File: config.mk
export PLATFORM = sky130hd
export DESIGN_NAME = dmem_out_top
export DESIGN_NICKNAME = d
export VERILOG_FILES = /design/src/logic/dmem_out_pkg.sv /design/src/logic/dmem_out_arbiter.sv /design/src/logic/dmem_out_addr_stage.sv /design/src/logic/dmem_out_data_stage.sv /design/src/logic/dmem_out_top.sv
export VERILOG_INCLUDE_DIRS = /design/src /design/src/logic
export SDC_FILE = /design/constraint.sdc
export NUM_CORES = 1
export LEC_CHECK = 0
export BUFFER_PORTS_ARGS = -buffer_cell sky130_fd_sc_hd__buf_2
export CAP_MARGIN = 20
export CORE_AREA = 2 2 165 167
export DETAILED_ROUTE_END_ITERATION = 10
export DIE_AREA = 0 0 167 169
export HOLD_SLACK_MARGIN = 0.15
export PLACE_DENSITY = 0.42
export RECOVER_POWER = 100
export SLEW_MARGIN = 0
export SYNTH_ARGS = -nofsm -noshare
export SYNTH_HDL_FRONTEND = slang
export SYNTH_SLANG_ARGS = --single-unit
File: constraint.sdc
create_clock -name i_hclk -period 4.1 [get_ports i_hclk]
set_input_delay 0.82 -clock i_hclk [delete_from_list [all_inputs] [get_ports i_hclk]]
set_output_delay 0.82 -clock i_hclk [all_outputs]
set_load 0.02 [all_outputs]
File: src/logic/dmem_out_params.svh
`ifndef DMEM_OUT_PARAMS_SVH
`define DMEM_OUT_PARAMS_SVH

// ------------------------------
// Bus widths
// ------------------------------
`define DMEM_ADDR_W 32 // HADDR width
`define DMEM_DATA_W 32 // HWDATA width
`define DMEM_PROT_W 4 // HPROT width
`define DMEM_MASTER_W 4 // HMASTER ID width

// ------------------------------
// Port configuration
// ------------------------------
`define DMEM_NPORTS 4 // Input ports sharing this slave
`define DMEM_PORT_W 2 // Bits to index one input port

// Data port after reset; also the round-robin start, so port 0 wins first
`define DMEM_RESET_DPORT 3

`endif

File: src/logic/dmem_out_pkg.sv
`default_nettype none

`include "dmem_out_params.svh"

package dmem_out_pkg;

  // ------------------------------
  // AHB encodings
  // ------------------------------
  typedef enum logic [1:0] {
    HTRANS_IDLE   = 2'b00, // No transfer
    HTRANS_BUSY   = 2'b01, // Burst pause
    HTRANS_NONSEQ = 2'b10, // First beat
    HTRANS_SEQ    = 2'b11  // Burst continuation
  } htrans_e;

  typedef enum logic [2:0] {
    HBURST_SINGLE = 3'b000,
    HBURST_INCR   = 3'b001, // Undefined length
    HBURST_WRAP4  = 3'b010,
    HBURST_INCR4  = 3'b011,
    HBURST_WRAP8  = 3'b100,
    HBURST_INCR8  = 3'b101,
    HBURST_WRAP16 = 3'b110,
    HBURST_INCR16 = 3'b111
  } hburst_e;

  // Arbiter view of the current owner
  typedef enum logic {
    ARB_FREE = 1'b0, // Grant may move on acceptance
    ARB_HELD = 1'b1  // Pinned by burst or lock
  } arb_state_e;

  // ------------------------------
  // One port's address phase, 51 bits
  // ------------------------------
  typedef struct packed {
    logic                      sel;      // HSEL
    logic [`DMEM_ADDR_W-1:0]   addr;     // HADDR
    htrans_e                   trans;    // HTRANS
    logic                      write;    // HWRITE
    logic [2:0]                size;     // HSIZE
    hburst_e                   burst;    // HBURST
    logic [`DMEM_PROT_W-1:0]   prot;     // HPROT
    logic [`DMEM_MASTER_W-1:0] master;   // HMASTER
    logic                      mastlock; // HMASTLOCK
  } ahb_addr_ctrl_t;

  typedef logic [`DMEM_PORT_W-1:0] port_idx_t; // Input port number

endpackage

`default_nettype wire

File: src/logic/dmem_out_arbiter.sv
`default_nettype none

`include "dmem_out_params.svh"

module dmem_out_arbiter (
  input  wire                      i_hclk,        // HCLK
  input  wire                      i_hresetn,     // HRESETn, sync
  input  wire  [`DMEM_NPORTS-1:0]  i_held_tran,   // Held transfer per port
  input  wire  [`DMEM_NPORTS-1:0]  i_port_sel,    // HSEL per port
  input  wire                      i_hready,      // Transfer accepted
  input  dmem_out_pkg::htrans_e    i_owner_trans, // HTRANS of granted port
  input  wire                      i_owner_sel,   // HSEL of granted port
  input  wire                      i_hlock_arb,   // Masked lock of owner
  output dmem_out_pkg::port_idx_t  o_grant_port,  // Current address port
  output logic                     o_no_port      // Nobody granted
);

  // ------------------------------
  // Declarations
  // ------------------------------
  logic [`DMEM_NPORTS-1:0]  req;           // Per-port requests
  logic                     burst_cont;    // Owner mid-burst
  dmem_out_pkg::arb_state_e arb_state;     // Held or free this cycle
  dmem_out_pkg::port_idx_t  grant_q;       // Granted port, also RR pointer
  logic                     no_port_q;     // No owner registered
  dmem_out_pkg::port_idx_t  next_port;     // Round-robin winner
  logic                     next_found;    // Any request seen

  // ------------------------------
  // Requests
  // ------------------------------
  // A port asks only when it both holds a transfer and selects us
  assign req = i_held_tran & i_port_sel;

  // SEQ or BUSY from a selected owner continues its burst
  assign burst_cont = i_owner_sel &&
                      (i_owner_trans inside {dmem_out_pkg::HTRANS_SEQ,
                                             dmem_out_pkg::HTRANS_BUSY});

  // Pin decision
  always_comb
  begin
    arb_state = dmem_out_pkg::ARB_FREE;           // Default free
    if (burst_cont || i_hlock_arb)
    begin
      arb_state = dmem_out_pkg::ARB_HELD;         // Burst beat or lock
    end
  end

  // ------------------------------
  // Round-robin search
  // ------------------------------
  // Scan starts one past the last grant, wraps, and ends on the last
  // grant itself so a lone requester can win again
  always_comb
  begin : p_rr_search
    dmem_out_pkg::port_idx_t idx;                 // Candidate port
    idx        = grant_q;
    next_port  = grant_q;                         // Keep pointer if idle
    next_found = 1'b0;
    for (int k = 1; k <= `DMEM_NPORTS; k++)
    begin
      idx = grant_q + dmem_out_pkg::port_idx_t'(k); // Wraps at port count
      if (!next_found && req[idx])
      begin
        next_port  = idx;                         // First in cyclic order
        next_found = 1'b1;
      end
    end
  end

  // ------------------------------
  // Grant register
  // ------------------------------
  always_ff @(posedge i_hclk)
  begin
    if (!i_hresetn)
    begin
      grant_q   <= dmem_out_pkg::port_idx_t'(`DMEM_RESET_DPORT); // Port 0 wins first
      no_port_q <= 1'b1;                          // Idle after reset
    end
    else if (i_hready)                            // Accepting edge only
    begin
      if (arb_state == dmem_out_pkg::ARB_HELD)
      begin
        grant_q   <= grant_q;                     // Owner keeps slave
        no_port_q <= no_port_q;
      end
      else if (next_found)
      begin
        grant_q   <= next_port;                   // New owner
        no_port_q <= 1'b0;
      end
      else
      begin
        no_port_q <= 1'b1;                        // Pointer stays for RR
      end
    end
  end

  // ------------------------------
  // Outputs
  // ------------------------------
  assign o_grant_port = grant_q;
  assign o_no_port    = no_port_q;

endmodule

`default_nettype wire

File: src/logic/dmem_out_addr_stage.sv
`default_nettype none

`include "dmem_out_params.svh"

module dmem_out_addr_stage (
  input  wire                                             i_hclk,       // HCLK
  input  wire                                             i_hresetn,    // HRESETn, sync
  input  dmem_out_pkg::ahb_addr_ctrl_t [`DMEM_NPORTS-1:0] i_port_ac,    // All address phases
  input  dmem_out_pkg::port_idx_t                         i_grant_port, // From arbiter
  input  wire                                             i_no_port,    // From arbiter
  input  wire                                             i_hready,     // HREADYMUXM
  output dmem_out_pkg::ahb_addr_ctrl_t                    o_slave_ac,   // To slave
  output logic [`DMEM_NPORTS-1:0]                         o_active,     // One-hot owner
  output logic                                            o_hlock_arb   // Lock for arbiter
);

  // ------------------------------
  // Declarations
  // ------------------------------
  logic hsel_lock;       // Lock seen while selected
  logic next_hsel_lock;  // Pre-register value

  // ------------------------------
  // Address mux and active decode
  // ------------------------------
  always_comb
  begin
    o_slave_ac = '0;                              // Quiet bus when no owner
    o_active   = '0;
    if (!i_no_port)
    begin
      o_slave_ac             = i_port_ac[i_grant_port]; // Whole bundle at once
      o_active[i_grant_port] = 1'b1;
    end
  end

  // ------------------------------
  // Locked sequence tracking
  // ------------------------------
  // A master may briefly address another region inside a locked
  // sequence; hsel_lock remembers the lock so the arbiter still holds
  always_comb
  begin
    next_hsel_lock = hsel_lock;                   // Hold by default
    if (o_slave_ac.sel && o_slave_ac.mastlock &&
        (o_slave_ac.trans != dmem_out_pkg::HTRANS_IDLE))
    begin
      next_hsel_lock = 1'b1;                      // Locked beat to us
    end
    else if (!o_slave_ac.mastlock)
    begin
      next_hsel_lock = 1'b0;                      // Sequence over
    end
  end

  always_ff @(posedge i_hclk)
  begin
    if (!i_hresetn)
    begin
      hsel_lock <= 1'b0;
    end
    else if (i_hready)
    begin
      hsel_lock <= next_hsel_lock;                // Accepting edges only
    end
  end

  // Lock counts only when selected or already inside our sequence
  assign o_hlock_arb = o_slave_ac.mastlock & (hsel_lock | o_slave_ac.sel);

endmodule

`default_nettype wire

File: src/logic/dmem_out_data_stage.sv
`default_nettype none

`include "dmem_out_params.svh"

module dmem_out_data_stage (
  input  wire                                          i_hclk,       // HCLK
  input  wire                                          i_hresetn,    // HRESETn, sync
  input  wire [`DMEM_NPORTS-1:0][`DMEM_DATA_W-1:0]     i_port_wdata, // HWDATA per port
  input  dmem_out_pkg::port_idx_t                      i_grant_port, // Address owner
  input  wire                                          i_addr_sel,   // HSELM
  input  dmem_out_pkg::htrans_e                        i_addr_trans, // HTRANSM
  input  wire                                          i_hreadyoutm, // From slave
  output logic [`DMEM_DATA_W-1:0]                      o_hwdatam,    // To slave
  output logic                                         o_hready_mux  // HREADYMUXM
);

  // ------------------------------
  // Declarations
  // ------------------------------
  dmem_out_pkg::port_idx_t data_port;   // Owner of data phase
  logic                    wdata_phase; // Real transfer in data phase
  logic                    slave_sel;   // Slave owns this data phase
  logic                    addr_xfer;   // NONSEQ or SEQ to us

  assign addr_xfer = i_addr_sel &&
                     (i_addr_trans inside {dmem_out_pkg::HTRANS_NONSEQ,
                                           dmem_out_pkg::HTRANS_SEQ});

  // ------------------------------
  // Data phase registers
  // ------------------------------
  always_ff @(posedge i_hclk)
  begin
    if (!i_hresetn)
    begin
      data_port   <= dmem_out_pkg::port_idx_t'(`DMEM_RESET_DPORT);
      wdata_phase <= 1'b0;
      slave_sel   <= 1'b0;                        // Ready mux passes 1
    end
    else if (o_hready_mux)                        // Address phase accepted
    begin
      data_port   <= i_grant_port;                // Address owner moves to data
      wdata_phase <= addr_xfer;
      slave_sel   <= i_addr_sel;
    end
  end

  // ------------------------------
  // Write data mux
  // ------------------------------
  // Zero outside data phases keeps HWDATAM from toggling
  always_comb
  begin
    o_hwdatam = '0;
    if (wdata_phase)
    begin
      o_hwdatam = i_port_wdata[data_port];
    end
  end

  // ------------------------------
  // HREADYMUXM
  // ------------------------------
  // Slave drives ready only for its own data phase
  assign o_hready_mux = slave_sel ? i_hreadyoutm : 1'b1;

endmodule

`default_nettype wire

File: src/logic/dmem_out_top.sv
`default_nettype none

`include "dmem_out_params.svh"

module dmem_out_top (
  input  wire                                             i_hclk,       // HCLK
  input  wire                                             i_hresetn,    // HRESETn, sync
  input  dmem_out_pkg::ahb_addr_ctrl_t [`DMEM_NPORTS-1:0] i_port_ac,    // Address phases
  input  wire [`DMEM_NPORTS-1:0][`DMEM_DATA_W-1:0]        i_port_wdata, // Write data
  input  wire [`DMEM_NPORTS-1:0]                          i_held_tran,  // Held transfers
  input  wire                                             i_hreadyoutm, // Slave ready
  output logic [`DMEM_NPORTS-1:0]                         o_active,     // Port owns slave
  output dmem_out_pkg::ahb_addr_ctrl_t                    o_slave_ac,   // HSELM, HADDRM, ...
  output logic [`DMEM_DATA_W-1:0]                         o_hwdatam,    // HWDATAM
  output logic                                            o_hreadymuxm  // HREADYMUXM
);

  // ------------------------------
  // Internal wiring
  // ------------------------------
  dmem_out_pkg::port_idx_t      grant_port; // Address owner
  logic                         no_port;    // No owner
  dmem_out_pkg::ahb_addr_ctrl_t slave_ac;   // Selected bundle
  logic                         hlock_arb;  // Owner lock
  logic                         hready_mux; // Transfer done
  logic [`DMEM_NPORTS-1:0]      port_sel;   // HSEL of each port

  always_comb
  begin
    for (int p = 0; p < `DMEM_NPORTS; p++)
    begin
      port_sel[p] = i_port_ac[p].sel;             // Gather HSELs
    end
  end

  // ------------------------------
  // Stages
  // ------------------------------
  dmem_out_arbiter u_arbiter (
    .i_hclk        (i_hclk),
    .i_hresetn     (i_hresetn),
    .i_held_tran   (i_held_tran),
    .i_port_sel    (port_sel),
    .i_hready      (hready_mux),
    .i_owner_trans (slave_ac.trans),
    .i_owner_sel   (slave_ac.sel),
    .i_hlock_arb   (hlock_arb),
    .o_grant_port  (grant_port),
    .o_no_port     (no_port)
  );

  dmem_out_addr_stage u_addr_stage (
    .i_hclk       (i_hclk),
    .i_hresetn    (i_hresetn),
    .i_port_ac    (i_port_ac),
    .i_grant_port (grant_port),
    .i_no_port    (no_port),
    .i_hready     (hready_mux),
    .o_slave_ac   (slave_ac),
    .o_active     (o_active),
    .o_hlock_arb  (hlock_arb)
  );

  dmem_out_data_stage u_data_stage (
    .i_hclk       (i_hclk),
    .i_hresetn    (i_hresetn),
    .i_port_wdata (i_port_wdata),
    .i_grant_port (grant_port),
    .i_addr_sel   (slave_ac.sel),
    .i_addr_trans (slave_ac.trans),
    .i_hreadyoutm (i_hreadyoutm),
    .o_hwdatam    (o_hwdatam),
    .o_hready_mux (hready_mux)
  );

  assign o_slave_ac   = slave_ac;
  assign o_hreadymuxm = hready_mux;

endmodule

`default_nettype wire

Word-level counts from Yosys, hierarchy flattened
Index checks and enable logic that the tools add are counted.
{"block": "word_totals", "word_cells": 72, "reg_bits": 8, "out_inout_bits": 88}
{"block": "classes", "n_eq_ne": 4, "n_bitwise": 5, "addsub": 3, "order_cmp": 6, "reduce_logical": 19, "n_mux": 29}
{"cell": "51-bit binary-select mux with 2-bit select", "count": 1}
{"cell": "51-bit two-way mux", "count": 2}
{"cell": "32-bit binary-select mux with 2-bit select", "count": 1}
{"cell": "32-bit two-way mux", "count": 2}
{"cell": "2-bit by 3-bit less-than comparator with 1-bit output, second input constant", "count": 5}
{"cell": "1-bit two-way mux", "count": 14}
{"cell": "1-bit binary-select mux with 2-bit select", "count": 4}
{"cell": "1-bit logical AND", "count": 8}
{"cell": "2-bit two-way mux", "count": 3}
{"cell": "2-bit nonzero test", "count": 3}
{"cell": "5-bit AND reduction", "count": 1}
{"cell": "2-bit adder, second input constant", "count": 2}
{"cell": "4-bit AND", "count": 1}
{"cell": "2-bit == test, second input constant", "count": 2}
{"cell": "4-bit two-way mux", "count": 1}
{"cell": "2-bit AND reduction", "count": 2}
{"cell": "1-bit zero test", "count": 3}
{"cell": "3-bit nonzero test", "count": 1}
{"cell": "2-bit by 1-bit adder with 2-bit output, second input constant", "count": 1}
{"cell": "1-bit demux with 2-bit select", "count": 1}
{"cell": "2-bit by 1-bit == test with 1-bit output, second input constant", "count": 1}
{"cell": "2-bit by 1-bit >= comparator with 1-bit output, second input constant", "count": 1}
{"cell": "2-bit inequality test, second input constant", "count": 1}
{"cell": "1-bit inverter", "count": 2}
{"cell": "other kinds (3)", "count": 3}

Logic depth before layout (Yosys ltp)
Gate-level depths: netlist of the first run.
{"block": "logic_depth", "ltp_word": 14, "mapped_depth": 9, "depth_no_buf": 6}

By module
A second synthesis of the first run with hierarchy kept.
{"block": "unflattened", "cells_unflattened": 298, "hier_area_um2": 3078.0}
{"mod": "dmem_out_addr_stage", "area_per_inst_um2": 1665.3, "cells_per_inst": 132, "seq_area_each_um2": 20.0, "instances": 1}
{"mod": "dmem_out_data_stage", "area_per_inst_um2": 1127.3, "cells_per_inst": 127, "seq_area_each_um2": 80.1, "instances": 1}
{"mod": "dmem_out_arbiter", "area_per_inst_um2": 285.3, "cells_per_inst": 39, "seq_area_each_um2": 60.1, "instances": 1}

Worst setup path after synthesis of the first run
OpenSTA, ideal clock, no wires.
{"block": "synth_timing", "path_type": "flip-flop to output port", "from": "reg u_arbiter.grant_q[0] (netlist: u_arbiter.o_grant_port[0])", "to": "out o_slave_ac[32] (netlist bit)", "t_required_ns": 3.280, "slack_ns": 1.626, "arrival_ns": 1.654, "stages_incl_launch_ff": 6, "path_cell_list": "dfxtp_1 > buf_6 > buf_4 > buf_2 > mux4_2 > nor2b_1"}
{"element": "start, declared", "line": "dmem_out_arbiter.sv:24", "rtl": "dmem_out_pkg::port_idx_t grant_q;"}
{"element": "start signal, assigned", "line": "dmem_out_arbiter.sv:79", "rtl": "grant_q <= dmem_out_pkg::port_idx_t'(`DMEM_RESET_DPORT);"}
{"element": "start signal, assigned", "line": "dmem_out_arbiter.sv:86", "rtl": "grant_q <= grant_q;"}
{"element": "start signal, assigned", "line": "dmem_out_arbiter.sv:91", "rtl": "grant_q <= next_port;"}
{"element": "end, declared", "line": "dmem_out_top.sv:13", "rtl": "output dmem_out_pkg::ahb_addr_ctrl_t o_slave_ac,"}

==> results of run 1 <==
## cells in the mapped netlist, drive strengths merged (2+ instances only)
library cell and count:
ha 4, a21oi 2, mux4 84, nand2 12
buf 16, dfxtp 8, clkbuf 16, nor2b 55
nand3 6, inv 4, and2 32, mux2 3
o311ai 2, o211ai 3, o31ai 2, nor2 5
o21ai 4
## worst max-delay path, stage by stage (launching register included)
cell	delay [ns]
dfxtp_2	0.82
clkbuf_2	0.70
mux4_2	0.33
nor2b_1	0.14
clkbuf_1	0.28
## flip-flops by register name, indices dropped and copies added, names as in the netlist
name and cells:
u_data_stage.data_port 2, u_arbiter.o_grant_port 2, u_addr_stage.hsel_lock 1, u_arbiter.o_no_port 1
u_data_stage.slave_sel 1, u_data_stage.wdata_phase 1
## power by group
group | total [mW] | switching [mW] | leakage, nW | internal, mW
registers | 0.235 | 0.135 | 0.0653 | 0.100
logic | 1.57 | 0.722 | 2.47 | 0.844
clock network | 0.167 | 0.0374 | 0.0382 | 0.130
total | 1.97 | 0.894 | 2.57 | 1.07
## placed cells by master (no fill, tap or decap), drive strengths merged
| cell type | synthesis | final |
|---|---|---|
| o21ai | 4 | 4 |
| nor2b | 55 | 55 |
| nand2b | 1 | 1 |
| dfxtp | 8 | 8 |
| ha | 4 | 4 |
| a21o | 1 | 1 |
| or2 | 1 | 1 |
| o221a | 1 | 1 |
| a21oi | 2 | 2 |
| a211oi | 1 | 1 |
| mux4 | 84 | 84 |
| buf | 16 | 347 |
| inv | 4 | 4 |
| mux2 | 3 | 3 |
| o31ai | 2 | 2 |
| nor2 | 5 | 5 |
| nand3b | 1 | 1 |
| clkbuf | 16 | 89 |
| diode | 0 | 4 |
| nand2 | 12 | 12 |
| nand3 | 6 | 6 |
| and2 | 32 | 32 |
| o221ai | 1 | 1 |
| o311ai | 2 | 2 |
| nand4 | 1 | 1 |
| mux2i | 1 | 1 |
| a22oi | 1 | 1 |
| o211ai | 3 | 3 |
| o21a | 1 | 1 |
| nor3 | 1 | 1 |
| a31oi | 1 | 1 |
## cell type report
| type | instances | area [µm²] | share of cell area |
|---|---|---|---|
| repair buffers | 432 | 2098 | 0.3742 |
| well taps | 341 | 426.7 | 0.07608 |
| diodes | 4 | 10.01 | 0.001785 |
| multi-input cells | 227 | 2811 | 0.5013 |
| flip-flops and latches | 8 | 167.7 | 0.02990 |
| inverters | 4 | 15.01 | 0.002677 |
| clock buffers | 4 | 78.83 | 0.01406 |
## how the worst max path moves through the flow
stage / from / endpoint / slack, ns / cells past startpoint
detailed placement: u_arbiter.o_grant_port[0] / o_slave_ac[32] / 1.25 / 4
global route: u_arbiter.o_grant_port[1] / o_slave_ac[34] / 0.52 / 4
floorplan: u_arbiter.o_grant_port[0] / o_slave_ac[32] / 1.63 / 5
finish: u_arbiter.o_grant_port[1] / o_slave_ac[34] / 0.75 / 4
global placement: u_arbiter.o_grant_port[0] / o_slave_ac[32] / 1.27 / 4
CTS: u_arbiter.o_grant_port[0] / o_slave_ac[32] / 1.00 / 4
## metal layers
| metal | part of all wire | GRT usage | wire [µm] | vias to the layer above |
|---|---|---|---|---|
| li1 | - | - | - | 1897 |
| met4 | 0.015 | 0.01724 | 292 | 10 |
| met3 | 0.091 | 0.03951 | 1772 | 28 |
| met5 | 0.0039 | 0 | 76 | - |
| met1 | 0.34 | 0.1294 | 6668 | 1972 |
| met2 | 0.55 | 0.2603 | 10680 | 275 |
## through the flow
step / power [mW] / std cells / instance area [µm²] / hold WS, ns
global route: 2.131 / 1017 / 5600 / 0.5609
finish: 1.968 / 1020 / 5608 / 0.5513
floorplan: 1.359 / 271 / 3146 / 0.4665
CTS: 2.054 / 1015 / 5694 / 0.5496
global placement: 1.879 / 1011 / 5615 / 0.5356
detailed placement: 1.881 / 1011 / 5615 / 0.5296
## kinds of logic after synthesis
| family | count (synthesis) | share of synthesized area |
|---|---|---|
| AO/OA/AOI/OAI | 20 | 0.04972 |
| buffers and inverters | 36 | 0.05529 |
| adder cells (fa/ha/maj) | 4 | 0.01591 |
| flip-flops | 8 | 0.05091 |
| multiplexers | 88 | 0.6154 |
| AND/OR/NAND/NOR | 115 | 0.2128 |
==> run metrics, run 1 <==
synthesized flop and latch total 8; antenna violations before repair 14; register area share after synthesis 0.05091; Post-Syn Nets 614; CTS tree done; minimum clock period 3.355 ns; max cap viols 0; Post-CTS Resized 0; fin. max-slew vios 0; reg2reg end u_arbiter.o_grant_port[0]; Final Skew 0.001819 ns; Nets 1019; CP Max Fanout 33; Worst-path clk slew 0.04 ns; min-delay src u_addr_stage.hsel_lock; Rel. slew slack 0.1865; crit end category primary output; Startpoint Class flop; Worst Path Arrival 2.53 ns; pre-CTS setup slack 1.254 ns; Synth area leaders mux4_2, nor2b_1, and2_1; power density cells 350.9 nW/µm²; status finished clean; Area Growth Syn to Fin 78.28%; via/cell ratio 4.100; Final Hold Vio Count 0; GPL Wtd Cong 0.7801; vias in the first global route 4598; R2R depth 6; CP required 3.28 ns; final setup TNS 0 ns; area share of the largest cell type after synthesis 0.6014; via count 4182; port bufs 426; Post-synth EDFFs 0; number of setup buffers added after CTS 0; I/O Pins 427; Die Height 169 µm; DRT iter0 DRCs 133; fillers 3033; Syn Inst Count 271; Worst Setup Path Type reg2out; H-tree Lvls 1; VDD IR-drop max 0.1869 mV; CTS Root Buffer Type clkbuf_16; final setup margin 0.7454 ns; hold-critical path depth 1; global-route wire length before repair 27740 µm; Yosys warnings 0; cell row count 60; all-layer global routing usage 0.1281; Reg-to-Reg Start u_arbiter.o_grant_port[1]; period utilisation layout 0.8182; Hold Crit Class reg2reg; Top FF cell, synth dfxtp_1; cell accounting for the most synthesized area mux4_2; CTS buffer count 3; DR DRC count 0; ys async rst share 0; final core occ 0.2116; post-synthesis cell type count 35; fmax 0.2981 GHz; Initial Util 0.1187; unrepaired setup endpoints after global routing false; deepest clock path buffer count 2; WL final 19490 µm; clock net sink count 8; clk_lat worst skew 0.23 ns; chip width 167 µm; first drt pass iteration count 4; die area 28220 µm²; Detailed Place HPWL 17540 µm; static leakage 2.571 nW; pin count of the biggest net entering global routing 58; Core ar. 26500 µm²; fraction of layout cells with a size suffix above 1 0.6622; reg-to-reg slack, setup 1.67 ns; Final Setup Violations 0; Least-Margin Pin Slew 1.220 ns; Detail Route Antenna Nets 0; drt wl/cell 19.11 µm; hold buffers post-CTS 0; GR Overflow Total 0; Mapped Area 3146 µm²; Hold EP u_addr_stage.hsel_lock; synthesized area per cell 11.61 µm²
No activity file was read; power rests on OpenSTA's default activity.
==> run 2, diff against run 1 <==
--- a/config.mk
+++ b/config.mk
@@ -8,11 +8,11 @@
 export LEC_CHECK = 0
 export BUFFER_PORTS_ARGS = -buffer_cell sky130_fd_sc_hd__buf_2
 export CAP_MARGIN = 20
-export CORE_AREA = 2 2 165 167
+export CORE_AREA = 2 2 167 169
 export DETAILED_ROUTE_END_ITERATION = 10
-export DIE_AREA = 0 0 167 169
+export DIE_AREA = 0 0 169 171
 export HOLD_SLACK_MARGIN = 0.15
-export PLACE_DENSITY = 0.42
+export PLACE_DENSITY = 0.41
 export RECOVER_POWER = 100
 export SLEW_MARGIN = 0
 export SYNTH_ARGS = -nofsm -noshare
==> constraint.sdc (replaced) <==
create_clock -name i_hclk -period 3.15 [get_ports i_hclk]
set_input_delay 0.63 -clock i_hclk [delete_from_list [all_inputs] [get_ports i_hclk]]
set_output_delay 0.63 -clock i_hclk [all_outputs]
set_load 0.02 [all_outputs]
==> run 2 against run 1 <==
  * Combinational power rose by 37%
  * Hold slack better by 0.0076 ns
  * Clock power increased by 35%
  * Critical path depth unchanged
  * First-iteration DRC count is 44% lower
  * Design area rose by 1.4%
  * Die area is 2.4% higher
  * Count of clock-buffer cells in the layout did not move
  * Setup slack lost 0.30 ns
  * Power grew 34%
  * Register-to-register slack got worse by 0.91 ns
  * Non-clock buffer count up 8
  * Largest cell class unchanged
  * Highest routed layer unchanged
==> run metrics, run 2 (synthesis results as in run 1) <==
status finished clean (unchanged); Worst Path Arrival 2.07 ns (was 2.53 ns); CP required 2.52 ns (was 3.28 ns); Core ar. 27320 µm² (was 26500 µm²); number of setup buffers added after CTS 0 (unchanged); I/O Pins 427 (unchanged); fillers 3109 (was 3033); Detail Route Antenna Nets 0 (unchanged); first drt pass iteration count 4 (unchanged); most frequent cells in the layout buf_2, mux4_2, clkbuf_1 (unchanged); Rel. slew slack 0.6370 (was 0.1865); WL final 19660 µm (was 19490 µm); Worst Setup Path Type reg2out (unchanged); DRT iter0 DRCs 74 (was 133); Reg-to-Reg Start u_arbiter.o_grant_port[1] (unchanged); Power Internal 1.440 mW (was 1.074 mW); CTS Root Buffer Type clkbuf_16 (unchanged); fmax 0.3697 GHz; Final Skew 0.002689 ns (was 0.001819 ns); via/cell ratio 4.123 (was 4.100); minimum clock period 2.705 ns; antenna violations before repair 11 (was 14); hold buffers post-CTS 0 (unchanged); deepest clock path buffer count 2 (unchanged); Startpoint Class flop (unchanged); commonest non-fill, non-tap cell in the layout buf_2 (unchanged); cell row count 61 (was 60); reg2reg end u_arbiter.o_grant_port[0] (unchanged); pin count of the biggest net entering global routing 40 (was 58); GPL Wtd Cong 0.8135 (was 0.7801); GR Overflow Total 0 (unchanged); via count 4259 (was 4182); port bufs 426 (unchanged); Die Height 171 µm (was 169 µm); VDD IR-drop max 0.2677 mV (was 0.1869 mV); Clock power frac 0.085 (about the same); reg-to-reg slack, setup 0.76 ns (was 1.67 ns); final setup TNS 0 ns (unchanged); Hold EP u_addr_stage.hsel_lock (unchanged); Final Setup Violations 0 (unchanged); clock net sink count 8 (unchanged); Detailed Place HPWL 17580 µm (was 17540 µm); Post-CTS Resized 0 (unchanged); unrepaired setup endpoints after global routing false (unchanged); max cap viols 0 (unchanged); Hold Crit Class reg2reg (unchanged); CTS buffer count 3 (unchanged); crit end category primary output (unchanged); Area Growth Syn to Fin 80.75% (was 78.28%); static leakage 2.633 nW (was 2.571 nW); combinational power share 0.812 (was 0.796); hold-critical path depth 1 (unchanged); Final Hold Vio Count 0 (unchanged); chip width 169 µm (was 167 µm); Sequential Power Share 0.103 (was 0.119); switch share 0.4558 (was 0.4543); Nets 1027 (was 1019); min-delay src u_addr_stage.hsel_lock (unchanged); Worst-path clk slew 0.04 ns (about the same); fraction of layout cells with a size suffix above 1 0.6676 (was 0.6622); fin. max-slew vios 0 (unchanged); Psw 1.206 mW (was 0.8939 mW); Least-Margin Pin Slew 0.5445 ns (was 1.220 ns); post-placement cell area 5714 µm² (was 5615 µm²); period utilisation layout 0.8586; global-route wire length before repair 26500 µm (was 27740 µm); fin area 5685 µm² (was 5608 µm²); Initial Util 0.1151 (was 0.1187); drt wl/cell 19.03 µm (was 19.11 µm); power density cells 465.4 nW/µm² (was 350.9 nW/µm²); DR DRC count 0 (unchanged); H-tree Lvls 1 (unchanged); vias in the first global route 4374 (was 4598); die area 28900 µm² (was 28220 µm²); CTS tree done (unchanged); all-layer global routing usage 0.1231 (was 0.1281); clk_lat worst skew 0.23 ns (about the same); R2R depth 6 (unchanged); CP Max Fanout 23 (was 33)
run 2: changes by cell type in the layout (fill, tap and decap cells not counted), sizes merged:
cell	before	now
buf	347	360
clkbuf	89	84
run 2: cell type report:
cell class,count,area [µm²],area share
sequential,8,167.7,0.02949
clock buffer,4,78.83,0.01386
multi-input combinational,227,2806,0.4936
inverter,4,15.01,0.002641
timing repair buffer,440,2175,0.3825
antenna,4,10.01,0.001761
tap,346,432.9,0.07614
run 2: worst max-delay path, cell delays in order (launching register included):
cell      delay (ns)
dfxtp_4         0.66
buf_12          0.26
mux4_2          0.57
nor2b_1         0.16
clkbuf_1        0.18
run 2: routing by layer:
metal,vias up,track usage,routed length (µm)
li1,1913,-,-
met1,2005,0.1270,6967
met2,297,0.2439,10310
met3,34,0.03724,1946
met4,10,0.02527,382
met5,-,0,59
run 2: power groups by stage:
stage	clock, mW	sequential, mW	combinational [mW]
final	0.225	0.272	2.15
after global placement	0	0.281	2.24
after global routing	0.236	0.290	2.31
after CTS	0.231	0.281	2.25
after floorplan	0	0.142	1.63
after detailed placement	0	0.283	2.24
run 2: worst max path at each step:
stage,start,end,slack (ns),cells past startpoint
5_1_grt,u_data_stage.data_port[0],o_hwdatam[27],0.28,4
6_report,u_arbiter.o_grant_port[0],o_slave_ac[1],0.45,4
3_5_place_dp,u_arbiter.o_grant_port[0],o_slave_ac[1],0.66,4
2_1_floorplan,u_arbiter.o_grant_port[0],o_slave_ac[32],0.87,5
4_1_cts,u_arbiter.o_grant_port[0],o_slave_ac[1],0.41,4
3_3_place_gp,u_arbiter.o_grant_port[0],o_slave_ac[1],0.66,4
run 2: through the flow:
step                hold slack (ns)  std cells  power [mW]    util  worst slack [ns]
global route                 0.5606       1031       2.837  0.2079            0.2844
finish                       0.5589       1033       2.646  0.2081            0.4453
floorplan                    0.4665        271       1.769       -            0.8656
CTS                          0.5480       1029       2.762  0.2120            0.4137
global placement             0.5332       1025       2.526  0.2091            0.6582
detailed placement           0.5279       1025       2.527  0.2091            0.6627
